File: config.mk
export PLATFORM = sky130hd
export DESIGN_NAME = mem_arbiter
export DESIGN_NICKNAME = d
export VERILOG_FILES = /design/src/rtl/mem_pkg.sv /design/src/rtl/mem_arbiter.sv
export SDC_FILE = /design/constraint.sdc
export NUM_CORES = 1
export LEC_CHECK = 0
export CORE_AREA = 4 4 50 52
export CTS_CLUSTER_SIZE = 14
export DETAILED_ROUTE_END_ITERATION = 10
export DIE_AREA = 0 0 54 56
export DONT_BUFFER_PORTS = 1
export GPL_TIMING_DRIVEN = 0
export HOLD_SLACK_MARGIN = 0.05
export PLACE_DENSITY_LB_ADDON = 0.05
export SLEW_MARGIN = 25
export SYNTH_ARGS = -nofsm -noshare
export SYNTH_HDL_FRONTEND = slang
export SYNTH_SLANG_ARGS = --single-unit
File: constraint.sdc
create_clock -name m2 -period 3.1 [get_ports m2]
set_clock_uncertainty 0.2 [all_clocks]
set_input_delay 0 -clock m2 [delete_from_list [all_inputs] [get_ports m2]]
set_output_delay 0 -clock m2 [all_outputs]
set_load 0.05 [all_outputs]
File: src/rtl/mem_pkg.sv
package mem_pkg;

	// 17 bits of prg space plus the region bit
	localparam int MEM_AW = 18;

	// top address bit picks the region
	localparam logic REGION_PRG = 1'b0;
	localparam logic REGION_CHR = 1'b1;

	// one request into cartridge memory
	typedef struct packed {
		logic [MEM_AW-1:0] addr;
		logic              we;
		logic [7:0]        wdat;
		logic              valid;
	} mem_req_t;

	// arbiter port numbering
	typedef enum logic [1:0] {
		SRC_CPU  = 2'd0,
		SRC_PPU  = 2'd1,
		SRC_HOST = 2'd2
	} req_src_e;

endpackage

File: src/rtl/mem_arbiter.sv
`timescale 1ns/100ps

module mem_arbiter #(
	parameter int N_REQ = 3
) (
	input  logic              m2,
	input  logic              map_rst,
	input  mem_pkg::mem_req_t req_in [N_REQ],
	output logic [N_REQ-1:0]  ack,
	output logic [7:0]        rdat,
	output mem_pkg::mem_req_t mem_req,
	input  logic [7:0]        mem_rdat
);

	localparam int IW = (N_REQ > 1) ? $clog2(N_REQ) : 1;

	logic [IW-1:0] rr_ptr;    // first in line this cycle
	logic [IW-1:0] gnt_idx;
	logic          gnt_vld;
	logic [IW-1:0] fl_idx;    // grant whose data comes back now
	logic          fl_vld;

	always_comb begin
		int j;
		gnt_vld = 1'b0;
		gnt_idx = '0;
		for (int k = 0; k < N_REQ; k++) begin
			j = int'(rr_ptr) + k;
			if (j >= N_REQ)
				j = j - N_REQ;
			// a requester waiting for its ack still shows valid, skip it
			if (!gnt_vld && req_in[j].valid && !(fl_vld && fl_idx == IW'(j))) begin
				gnt_vld = 1'b1;
				gnt_idx = IW'(j);
			end
		end
	end

	always_comb begin
		mem_req = req_in[gnt_idx];
		mem_req.valid = gnt_vld;
	end

	always_ff @(posedge m2) begin
		if (map_rst) begin
			rr_ptr <= '0;
			fl_vld <= 1'b0;
			fl_idx <= '0;
		end else begin
			fl_vld <= gnt_vld;
			fl_idx <= gnt_idx;
			if (gnt_vld)
				rr_ptr <= (gnt_idx == IW'(N_REQ - 1)) ? '0 : gnt_idx + 1'b1;
		end
	end

	always_comb begin
		for (int i = 0; i < N_REQ; i++)
			ack[i] = fl_vld && fl_idx == IW'(i);
	end

	assign rdat = fl_vld ? mem_rdat : 8'h00;

	a_one_ack: assert property (@(posedge m2) disable iff (map_rst)
		$onehot0(ack));

	// an ack answers that requester's request of the cycle before and never comes twice in a row
	for (genvar i = 0; i < N_REQ; i++) begin : g_ack_chk
		a_ack_after_gnt: assert property (@(posedge m2) disable iff (map_rst)
			ack[i] |-> $past(req_in[i].valid) && !$past(ack[i]));
	end

endmodule

* After elaboration in Yosys (flattened, before gate mapping)
Index checks and enable logic that the tools add are counted.
Word-level totals: output and inout port bits 39, flip-flop bits (word level) 5
Cells by class: reductions and logical operators 17, magnitude comparators 7, eq/ne operators 6, add/subtract/negate cells 6, bitwise logic cells 4, multiplexer cells 23
Operators with widths (count):
- binary-select mux 28 bit (select 2 bit) | 4
- greater-or-equal comparator 32 x 3 -> 1 bit, second input constant | 3
- 2-to-1 mux 32 bit | 3
- NOT 32 bit | 3
- 2-to-1 mux 28 bit | 2
- logical AND 1 bit | 11
- 2-to-1 mux 1 bit | 9
- 2-to-1 mux 2 bit | 4
- 2-to-1 mux 8 bit | 1
- subtractor 3 x 2 -> 4 bit, second input constant | 2
- equality test 2 bit | 3
- greater-or-equal comparator 3 x 2 -> 1 bit, second input constant | 2
- logical NOT 1 bit | 5
- equality test 2 bit, second input constant | 2
- adder 2 x 1 -> 3 bit, second input constant | 1
- adder 2 x 2 -> 3 bit, second input constant | 1
- greater-or-equal comparator 3 bit, second input constant | 1
- NOT 2 -> 3 bit | 1
- subtractor 2 x 2 -> 3 bit, second input constant | 1
- adder 2 x 1 -> 2 bit, second input constant | 1
- equality test 2 x 1 -> 1 bit, second input constant | 1
- greater-or-equal comparator 2 bit, second input constant | 1
- logical NOT 2 bit | 1

* Longest topological paths before layout
Gate-level depths: netlist of run 1.
depth after elaboration 20, depth in mapped cells 11

* Worst setup path after synthesis of run 1
Ideal clock, no wire load.
path type reg-to-output, start point reg rr_ptr[0], end point out mem_req[2] (netlist name), setup slack 0.218 ns, buffers on the path 3, arrival 2.682 ns, stages on the path, launching flop included 11, cell sequence dfxtp_1 -> inv_1 -> ha_1 -> buf_4 -> xnor2_1 -> and3_1 -> o22a_4 -> a311o_1 -> buf_6 -> buf_6 -> o21ai_1
RTL lines:
- start, declared | RTL line mem_arbiter.sv:17 | logic [IW-1:0] rr_ptr;
- start signal, assigned | RTL line mem_arbiter.sv:53 | rr_ptr <= (gnt_idx == IW'(N_REQ - 1)) ? '0 : gnt_idx + 1'b1;
- end, declared | RTL line mem_arbiter.sv:11 | output mem_pkg::mem_req_t mem_req,

==> key figures, run 1 <==
Status
  – Result of the run: complete, but fails checks
  – Failing checks: negative setup slack

Worst hold path
  – Hold path cells: 4
  – Worst hold endpoint: fl_vld
  – Hold_sp: req_in[28]
  – Worst hold path class: in2reg

Setup path
  – Critical path depth: 10
  – Worst reg2reg startpoint: rr_ptr[0]
  – Largest incremental delay on the critical path: 0.50 ns
  – Cell type of the slowest stage on the worst timing path: o21ai_2
  – Critical path data required time: 2.90 ns
  – Number of buffers and inverters on the critical path: 4
  – Cell chain of the critical path: inv_1 > ha_1 > buf_4 > xnor2_1 > and3_1 > o22a_4 > a311o_1 > buf_6 > buf_6 > o21ai_2
  – Crit end category: output pin
  – WS Path Type: reg2out
  – FF-to-FF End: fl_vld
  – Launching element type of the critical path: register
  – R2r worst-path depth: 9
  – Worst setup slack for register-to-register paths: 0.46 ns
  – Most used cell, CP: buf_6
  – Maximum fanout count along the critical path: 10
  – Critical Path Start: rr_ptr[0]
  – Cell class contributing the biggest share of worst-path delay: compound AO/OA/AOI/OAI gates
  – Arrival @ worst endpoint: 2.93 ns

STA
  – Slew at the pin with the worst max-slew slack: 0.856 ns
  – Fmax achieved: 320 MHz
  – Final slew viol count: 0
  – Count of final setup violators: 2
  – Worst slew margin: 42.7%
  – Time the worst path needs with I/O delays and setup: 3.13 ns
  – Setup slack of the critical path after layout: -0.0275 ns
  – Count of final hold-check violations: 0
  – Final critical-path share of the clock period: 101%
  – RSZ-0062 raised after global routing: yes

Synthesis
  – Gate count after technology mapping: 157
  – Sequential element share of the synthesized area: 8.67%
  – Flop and latch count out of synthesis: 5
  – Cell Area, Synth: 1150 sq um
  – Async set or reset register ratio after synthesis: 0%
  – Unique cell type count in the Yosys netlist: 34
  – Synthesized Nets: 253
  – Mean cell area of the mapped netlist: 7.36 sq um
  – Top cell type's share of synthesized area: 25.1%
  – Synth top area cells: mux2i_1 25%, o21ai_1 12%, nand2_1 10%
  – Number of warnings reported in the yosys synthesis log: 0
  – Largest area contributor in the netlist: mux2i_1
  – Primary FF master, synth: dfxtp_1
  – Count of flip-flops with a built-in enable after synthesis: 0

Route
  – Number of DRC violations after detailed-routing iteration 0: 79
  – Sum of routed wire length over all layers: 5500 um
  – Mean routed wirelength per cell: 24.9 um
  – Number of design rule violations left after detail routing: 0
  – Routed via count: 1,442
  – First-pass detailed-route iteration total: 4
  – Post-DRT Antenna Nets: 0
  – Vias per std cell: 6.52

Layout
  – Post-route non-filler standard cell count: 221
  – Layout Nets: 290
  – Layout overhead on the synthesized area: 56.4%
  – Share of cells above drive strength 1: 26.9%
  – # diodes: 0

Floorplanning
  – Total core area: 2110 sq um
  – Top-Level Pins: 133
  – # rows: 17
  – Die span in x: 54 um
  – Height of the die: 56 um
  – Total die area: 3020 sq um
  – Starting density of the core: 54.8%

Placed design
  – Port buffer count: 0
  – Global placement routability congestion: 0.724
  – # placed instances: 185
  – Final HPWL from detailed placement: 3190 um

Global route
  – Largest net degree at the start of global routing: 11
  – Antenna violations before repair: 0
  – Via count of the first global-routing pass: 1,204
  – Wire length of the first global-routing pass: 5650 um
  – GRT Util Overall: 24.5%
  – GR Overflow Total: 0

Clock network
  – Worst-Skew Late Latency: 0.25 ns
  – Number of buffers on the longest clock path: 2
  – TritonCTS sink count: 5
  – Root Buffer: clkbuf_4
  – Number of clock buffers inserted by TritonCTS: 3
  – Number of setup buffers added after CTS: 0
  – CTS tree: done
  – Clock-pin slew reported for the worst setup and hold paths after clock tree synthesis: 0.05 ns
  – Count of H-tree levels built during CTS: 1

Job
  – Count of maximum capacitance violations: 0
-- stage by stage --
stage	util [%]	setup TNS [ns]	setup slack (ns)	hold slack (ns)	instance area [sq um]
2_1_floorplan	-	0	0.218	-0.131	1150
3_3_place_gp	56.5	0	0.0314	-0.128	1190
3_5_place_dp	56.7	-0.00977	-0.00977	-0.126	1190
4_1_cts	65.3	-4.12	-0.226	0.0704	1380
5_1_grt	85.8	-0.538	-0.132	0.106	1810
6_report	85.8	-0.0510	-0.0275	0.0746	1810
-- cell usage after synthesis, types with 2 or more instances --
cell / count
nand2_1: 31
mux2i_1: 29
o21ai_1: 27
and2_1: 8
buf_6: 6
xnor2_1: 6
dfxtp_1: 5
nor2_1: 5
buf_4: 4
clkbuf_1: 3
inv_1: 3
a21oi_1: 2
and3_1: 2
and3b_1: 2
ha_1: 2
nand2b_1: 2
nor3b_1: 2
o21a_1: 2
-- how the worst max path moves through the flow --
stage	slack (ns)	to
2_1_floorplan	0.22	mem_req[2]
3_3_place_gp	0.03	mem_req[2]
3_5_place_dp	-0.01	mem_req[2]
4_1_cts	-0.23	mem_req[11]
5_1_grt	-0.13	mem_req[5]
6_report	-0.03	mem_req[3]
-- worst min-delay path, delay by kind of cell --
family | cells | cell delay [ns]
AO/OA/AOI/OAI | 2 | 0.23
multiplexers | 1 | 0.17
AND/OR/NAND/NOR | 1 | 0.07
-- routing by layer --
metal | vias to the layer above | global-route usage (%) | share of wire, %
li1 | 620 | - | -
met1 | 658 | 30.5 | 34
met2 | 132 | 39.8 | 48
met3 | 32 | 4.02 | 13
met4 | 0 | 11.0 | 4.1
met5 | - | 0 | 0
-- cell usage in the layout (no fill, tap or decap), types with 2 or more instances in the layout --
cell type / count
o21a_1: 2
clkbuf_4: 4
inv_1: 3
xnor2_1: 6
nor2_1: 5
dfxtp_1: 5
mux2i_1: 28
nand2b_1: 2
o21ai_4: 21
buf_2: 3
a21oi_1: 2
ha_1: 2
buf_6: 6
clkbuf_1: 2
nand2_1: 31
and3_1: 2
and3b_1: 2
o21ai_2: 6
and2_1: 8
dlygate4sd3_1: 32
buf_4: 4
-- repair_timing --
item	in CTS	in global routing
cloned	0	0
hold buffers	12	20
endpoints found under the setup margin	27	22
hold endpoints to repair	12	20
gates resized for setup	8	49
pin swaps	0	15
-- cell type report --
class / count / area [sq um]
tap: 28 / 35.0
timing repair buffer: 32 / 320
fill: 98 / 299
inverter: 3 / 11.3
clock buffer: 4 / 26.3
sequential: 5 / 100
multi-input combinational: 133 / 1170
buffer: 16 / 139
-- state kept, by name (all words and copies together), names as in the netlist --
register / count
fl_idx: 2
rr_ptr: 2
fl_vld: 1
-- cell families (layout without fill, tap and decap cells) --
group           count (synthesis)  after routing  synth area share, %
xor+xnor                        6              6                 4.55
buf+inv                        19             55                 12.8
flops                           5              5                 8.67
fa+ha+maj                       2              2                 2.17
mux                            30             30                 26.4
simple gates                   56             56                 23.9
compound gates                 39             39                 21.5
Power of run 1 is not shown: default switching activity piles up to over one toggle a cycle in this logic, so the estimate is an artifact.
==> run 2, diff against run 1 <==
- ABC_CLOCK_PERIOD_IN_PS: not set -> 3100
- BUFFER_PORTS_ARGS: not set -> -buffer_cell sky130_fd_sc_hd__buf_2
- CORE_AREA: 4 4 50 52 -> not set
- CORE_MARGIN: not set -> 4
- CORE_UTILIZATION: not set -> 34
- DIE_AREA: 0 0 54 56 -> not set
- DONT_BUFFER_PORTS: 1 -> not set
==> run 2 against run 1 <==
  * The flow now finishes without violations
  * Global-route usage down 6.1 points
  * Final cell count is 53% higher
  * Die area up 45%
  * Setup slack better by 0.18 ns
  * Register-to-register slack better by 0.17 ns
  * Sequential share of layout area down 0.36 points
  * Core utilization is 25 points lower
  * Count of clock-buffer cells in the layout unchanged
  * First-iteration DRC count decreased by 32%
  * Critical path depth grew 1
  * Highest routed layer unchanged
==> key figures, run 2 (synthesized netlist as in run 1, its figures left out) <==
Setup path
  – Launching element type of the critical path: register
  – Crit end category: output pin
  – Maximum fanout count along the critical path: 10 (unchanged)
  – WS Path Type: reg2out
  – Arrival @ worst endpoint: 2.75 ns (-0.18 ns)
  – Critical path data required time: 2.90 ns (about the same)

Route
  – Vias per std cell: 4.67 (-28%)
  – First-pass detailed-route iteration total: 4 (unchanged)
  – Number of DRC violations after detailed-routing iteration 0: 54 (-32%)
  – Post-DRT Antenna Nets: 0 (unchanged)
  – Mean routed wirelength per cell: 12.6 um (-50%)
  – Routed via count: 1,580 (+9.6%)
  – Number of design rule violations left after detail routing: 0 (unchanged)
  – Sum of routed wire length over all layers: 4250 um (-23%)

Clock network
  – Root Buffer: clkbuf_4
  – Number of buffers on the longest clock path: 2 (unchanged)
  – Worst-Skew Late Latency: 0.24 ns (about the same)
  – CTS tree: done
  – Clock-pin slew reported for the worst setup and hold paths after clock tree synthesis: 0.04 ns (about the same)
  – Number of setup buffers added after CTS: 0 (unchanged)
  – Count of H-tree levels built during CTS: 1 (unchanged)
  – Number of clock buffers inserted by TritonCTS: 3 (unchanged)
  – TritonCTS sink count: 5 (unchanged)

Floorplanning
  – # rows: 20 (+3)
  – Height of the die: 66.3 um (+18%)
  – Top-Level Pins: 133 (unchanged)
  – Total die area: 4390 sq um (+45%)
  – Total core area: 3150 sq um (+50%)
  – Die span in x: 66.3 um (+23%)
  – Starting density of the core: 36.6% (-18 points)

Layout
  – Commonest cells after routing, fill and taps aside: 124 x buf_2, 31 x nand2_1, 29 x mux2i_1
  – Core Util, Final: 61.2% (-25 points)
  – Share of cells above drive strength 1: 52.4% (+25 points)
  – Fill count: 324 (+230%)
  – # diodes: 0 (unchanged)
  – Layout Nets: 391 (+35%)
  – Layout overhead on the synthesized area: 67.2%
  – Top Registers: fl_idx: 2 flops, rr_ptr: 2 flops, fl_vld: 1 flops
  – Commonest non-fill, non-tap cell in the layout: buf_2

STA
  – Fmax achieved: 339 MHz (+6.0%)
  – Setup slack of the critical path after layout: 0.151 ns (+0.178 ns)
  – RSZ-0062 raised after global routing: no
  – Time the worst path needs with I/O delays and setup: 2.95 ns (-0.178 ns)
  – Final slew viol count: 0 (unchanged)
  – Worst slew margin: 71.3% (+29 points)
  – Count of final hold-check violations: 0 (unchanged)
  – Final total negative setup slack: 0 ns (+0.0510 ns)
  – Count of final setup violators: 0 (-2)
  – Slew at the pin with the worst max-slew slack: 0.430 ns (-0.426 ns)
  – Final critical-path share of the clock period: 95.1% (-5.7 points)

Global route
  – Antenna violations before repair: 0 (unchanged)
  – GR Overflow Total: 0 (unchanged)
  – Most Used Layer, Global Route: met2
  – GRT Util Overall: 18.4% (-6.1 points)
  – Via count of the first global-routing pass: 1,519 (+26%)
  – Wire length of the first global-routing pass: 6460 um (+14%)
  – Met3 layer usage reported by global route: 3.57% (-0.45 points)
  – GR Layer Usage met1: 20.7% (-9.8 points)
  – Largest net degree at the start of global routing: 11 (unchanged)
  – GRT met2 Usage: 33.7% (-6.1 points)

Worst hold path
  – Worst hold path class: in2reg

Job
  – Count of maximum capacitance violations: 0 (unchanged)

Placed design
  – Final HPWL from detailed placement: 3680 um (+15%)
  – Worst setup timing slack at the placement stage: 0.357 ns (+0.367 ns)
  – Global placement routability congestion: 0.786 (+8.6%)
  – Port buffer count: 132 (+132)

Status
  – Result of the run: finished, final reports clean
## run 2: through the flow
step	cells	hold slack (ns)	instance area [sq um]
2_1_floorplan	157	-0.131	1150
3_3_place_gp	333	0.0404	1870
3_5_place_dp	333	0.0410	1870
4_1_cts	338	0.102	1910
5_1_grt	338	0.195	1930
6_report	338	0.114	1930
## run 2: path summary, 6_finish.rpt
path         cells past startpoint  startpoint  slack, ns         end
max                             11   rr_ptr[0]       0.15  mem_req[2]
min                              5  req_in[56]       0.11      fl_vld
max reg2reg                      9   rr_ptr[0]       0.63   rr_ptr[1]
min reg2reg                      2   rr_ptr[0]       0.37   rr_ptr[0]
## run 2: critical path, stage by stage, from the launching register on
cell and delay (ns):
dfxtp_1 0.35, inv_1 0.05, ha_1 0.29, buf_4 0.17, xnor2_1 0.13, and3_1 0.21, o22a_4 0.27, a311o_1 0.32
buf_6 0.17, buf_6 0.14, o21ai_1 0.15, clkbuf_4 0.25
## run 2: routing by layer
layer | share of wire [%] | up-vias
li1 | - | 822
met1 | 38 | 678
met2 | 52 | 74
met3 | 8.7 | 6
met4 | 1.3 | 0
met5 | 0 | -
## run 2: cell type report
cell class	instances	area [sq um]	area share, %
buffer	16	138	7.13
inverter	3	11.3	0.583
sequential	5	100	5.18
multi-input combinational	133	907	47.0
timing repair buffer	133	693	35.9
tap	44	55.1	2.85
clock buffer	4	26.3	1.36
## run 2: repair_timing
action	4_1_cts	5_1_grt
gates resized for setup	0	11
endpoints found under the setup margin	0	10
hold buffers	1	0
endpoints found under the hold margin	5	0
Power of run 2 is left out for the same reason.
==> run 3, diff against run 2 <==
- ABC_AREA: not set -> 1
- CORE_UTILIZATION: 34 -> 39
==> run 3 against run 2 <==
  * Synthesized cell count is 87% higher
  * Register-to-register slack about the same
  * Final cell count rose by 42%
  * Hold slack improved by 0.059 ns
==> key figures, run 3 <==
Layout
  – Commonest non-fill, non-tap cell in the layout: buf_2
  – Post-route non-filler standard cell count: 480 (+42%)
  – Layout Nets: 529 (+35%)
  – Register Area: 100 sq um (unchanged)
  – Share of cells above drive strength 1: 41.4% (-11 points)
  – Commonest cells after routing, fill and taps aside: 139 x buf_2, 121 x nand2_1, 93 x nand3_1
  – # diodes: 0 (unchanged)
  – Top Registers: fl_idx: 2 flops, rr_ptr: 2 flops, fl_vld: 1 flops
  – Total area of multi-input combinational cells: 1200 sq um (+32%)
  – Fill count: 393 (+21%)
  – Layout overhead on the synthesized area: 52.5%

Synthesis
  – Unique cell type count in the Yosys netlist: 26 (-24%)
  – Largest area contributor in the netlist: nand3_1
  – Commonest cells in the synthesized netlist: 121 x nand2_1, 93 x nand3_1, 17 x inv_1
  – Flop and latch count out of synthesis: 5 (unchanged)
  – Combinational family with the most area after synthesis: simple AND/OR/NAND/NOR gates
  – Library cell with the highest instance count after synthesis: nand2_1
  – Cell Area, Synth: 1520 sq um (+31%)
  – Gate count after technology mapping: 294 (+87%)
  – Synth Area in Simple Gates: 73.7% (+50 points)
  – Synthesized Nets: 390 (+54%)
  – Mux contribution to synthesized area: 0% (-26 points)
  – Top cell type's share of synthesized area: 30.7% (+5.6 points)
  – Sequential element share of the synthesized area: 6.61% (-2.1 points)
  – Post-Synth Adder-Cell Area: 1.65% (-0.52 points)
  – Async set or reset register ratio after synthesis: 0% (unchanged)
  – Mean cell area of the mapped netlist: 5.15 sq um (-30%)
  – Synth Area in Compound Gates: 3.30% (-18 points)
  – Count of flip-flops with a built-in enable after synthesis: 0 (unchanged)
  – Synth top area cells: nand3_1 31%, nand2_1 30%, dfxtp_1 6.6%
  – Parity-gate share of the synthesized area counting xor and xnor cells: 0.578% (-4.0 points)
  – Number of warnings reported in the yosys synthesis log: 0 (unchanged)
  – Primary FF master, synth: dfxtp_1

Worst hold path
  – Hold path cells: 4 (-1)
  – Worst hold path class: in2out

Setup path
  – Cell type of the slowest stage on the worst timing path: ha_1
  – Cell chain of the critical path: inv_1 > ha_1 > inv_2 > nand2_1 > nand3_1 > nand2_1 > nor2_1 > nand2_2 > nand2_1 > nand2_2 > nand2_4 > buf_4 > nand3_1 > nand2_1 > nand2_1 > nand2_1 > buf_2
  – Maximum fanout count along the critical path: 10 (unchanged)
  – Largest incremental delay on the critical path: 0.37 ns (+0.02 ns)
  – Launching element type of the critical path: register
  – WS Path Type: reg2out
  – Arrival @ worst endpoint: 2.69 ns (-0.06 ns)
  – Crit end category: output pin
  – Critical path data required time: 2.90 ns (about the same)
  – R2r worst-path depth: 15 (+6)
  – Most used cell, CP: nand2_1

Floorplanning
  – Top-Level Pins: 133 (unchanged)
  – # rows: 22 (+10%)
  – Starting density of the core: 40.8% (+4.1 points)
  – Total die area: 4950 sq um (+13%)
  – Die span in x: 70.3 um (+6.1%)
  – Total core area: 3720 sq um (+18%)
  – Height of the die: 70.3 um (+6.1%)

Global route
  – Antenna violations before repair: 0 (unchanged)
  – Largest net degree at the start of global routing: 11 (unchanged)
  – Wire length of the first global-routing pass: 8780 um (+36%)
  – GR Overflow Total: 0 (unchanged)
  – GRT Util Overall: 20.5% (+2.1 points)
  – Via count of the first global-routing pass: 2,137 (+41%)

Clock network
  – Root Buffer: clkbuf_8
  – Clock-pin slew reported for the worst setup and hold paths after clock tree synthesis: 0.04 ns (about the same)
  – Number of clock buffers inserted by TritonCTS: 3 (unchanged)
  – TritonCTS sink count: 5 (unchanged)
  – Worst-Skew Late Latency: 0.22 ns (-0.02 ns)
  – Number of buffers on the longest clock path: 2 (unchanged)
  – Count of H-tree levels built during CTS: 1 (unchanged)
  – CTS tree: done

STA
  – Worst slew margin: 77.6% (+6.3 points)
  – Count of final hold-check violations: 0 (unchanged)
  – Slew at the pin with the worst max-slew slack: 0.335 ns (-0.0947 ns)
  – Final total negative setup slack: 0 ns (unchanged)
  – Time the worst path needs with I/O delays and setup: 2.89 ns (-0.0620 ns)
  – RSZ-0062 raised after global routing: no
  – Final slew viol count: 0 (unchanged)
  – Count of final setup violators: 0 (unchanged)
  – Final critical-path share of the clock period: 93.1% (-2.0 points)
  – Fmax achieved: 346 MHz (+2.1%)

Placed design
  – Port buffer count: 132 (unchanged)
  – Final HPWL from detailed placement: 4420 um (+20%)
  – Global placement routability congestion: 0.866 (+10%)
  – # placed instances: 474 (+42%)

Route
  – Vias per std cell: 4.76 (+1.8%)
  – Number of design rule violations left after detail routing: 0 (unchanged)
  – First-pass detailed-route iteration total: 4 (unchanged)
  – Sum of routed wire length over all layers: 5320 um (+25%)
  – Post-DRT Antenna Nets: 0 (unchanged)
  – Routed via count: 2,284 (+45%)
  – Number of DRC violations after detailed-routing iteration 0: 84 (+56%)
  – Mean routed wirelength per cell: 11.1 um (-12%)

Status
  – Result of the run: finished, final reports clean

Job
  – Count of maximum capacitance violations: 0 (unchanged)
-- run 3: cell types whose count changed in the layout (fill, tap and decap cells not counted), moves of 8 or more --
cell and delta:
and2_1 -8, buf_2 +15, clkbuf_4 -10, inv_1 +14, mux2i_1 -29, nand2_1 +90
nand3_1 +92, o21ai_1 -27
-- run 3: worst paths after layout --
| check | start | to | slack [ns] |
|---|---|---|---|
| setup / recovery | rr_ptr[0] | mem_req[13] | 0.21 |
| hold / removal | mem_rdat[1] | rdat[1] | 0.17 |
| setup reg to reg | rr_ptr[0] | rr_ptr[1] | 0.62 |
| hold reg to reg | rr_ptr[0] | rr_ptr[0] | 0.39 |
-- run 3: stage by stage --
| step | worst slack [ns] | instance area [sq um] | util [%] | hold slack, ns |
|---|---|---|---|---|
| after floorplan | 0.725 | 1520 | - | -0.131 |
| after global placement | 0.411 | 2240 | 60.2 | 0.0130 |
| after detailed placement | 0.423 | 2240 | 60.2 | 0.0173 |
| after CTS | 0.175 | 2290 | 61.6 | 0.175 |
| after global routing | 0.00440 | 2310 | 62.2 | 0.188 |
| final | 0.213 | 2310 | 62.2 | 0.172 |
-- run 3: per-layer routing --
layer,vias to the layer above,wire length [um],GRT usage (%)
met2,93,2420,34.5
li1,1235,-,-
met3,4,540,4.46
met5,-,0,0
met4,0,36,4.89
met1,952,2330,26.5
-- run 3: cell families after synthesis --
kind of cell	Yosys count
AOI/OAI and AO/OA	6
adders and majority gates	2
xor gates and xnor gates	1
DFF	5
buffers and inverters	43
and+or+nand+nor	237
-- run 3: cell type report --
| type | instances | share of cell area, % |
|---|---|---|
| multi-input combinational | 246 | 52.0 |
| timing repair buffer | 134 | 29.8 |
| buffer | 20 | 5.41 |
| sequential | 5 | 4.33 |
| inverter | 23 | 3.95 |
| tap | 48 | 2.60 |
| clock buffer | 4 | 1.95 |
-- run 3: worst max-delay path, delay by kind of cell, from the launching register on --
family / cells / cell delay (ns)
fa+ha+maj: 1 / 0.37
buf+inv: 4 / 0.63
flops: 1 / 0.35
simple gates: 12 / 1.12
-- run 3: timing repair --
item | in CTS | in global routing
hold buffers | 1 | 0
setup endpoints to repair | 0 | 17
endpoints found under the hold margin | 5 | 0
resized for setup | 0 | 8
setup buffers | 0 | 1
Power of run 3 is left out for the same reason.
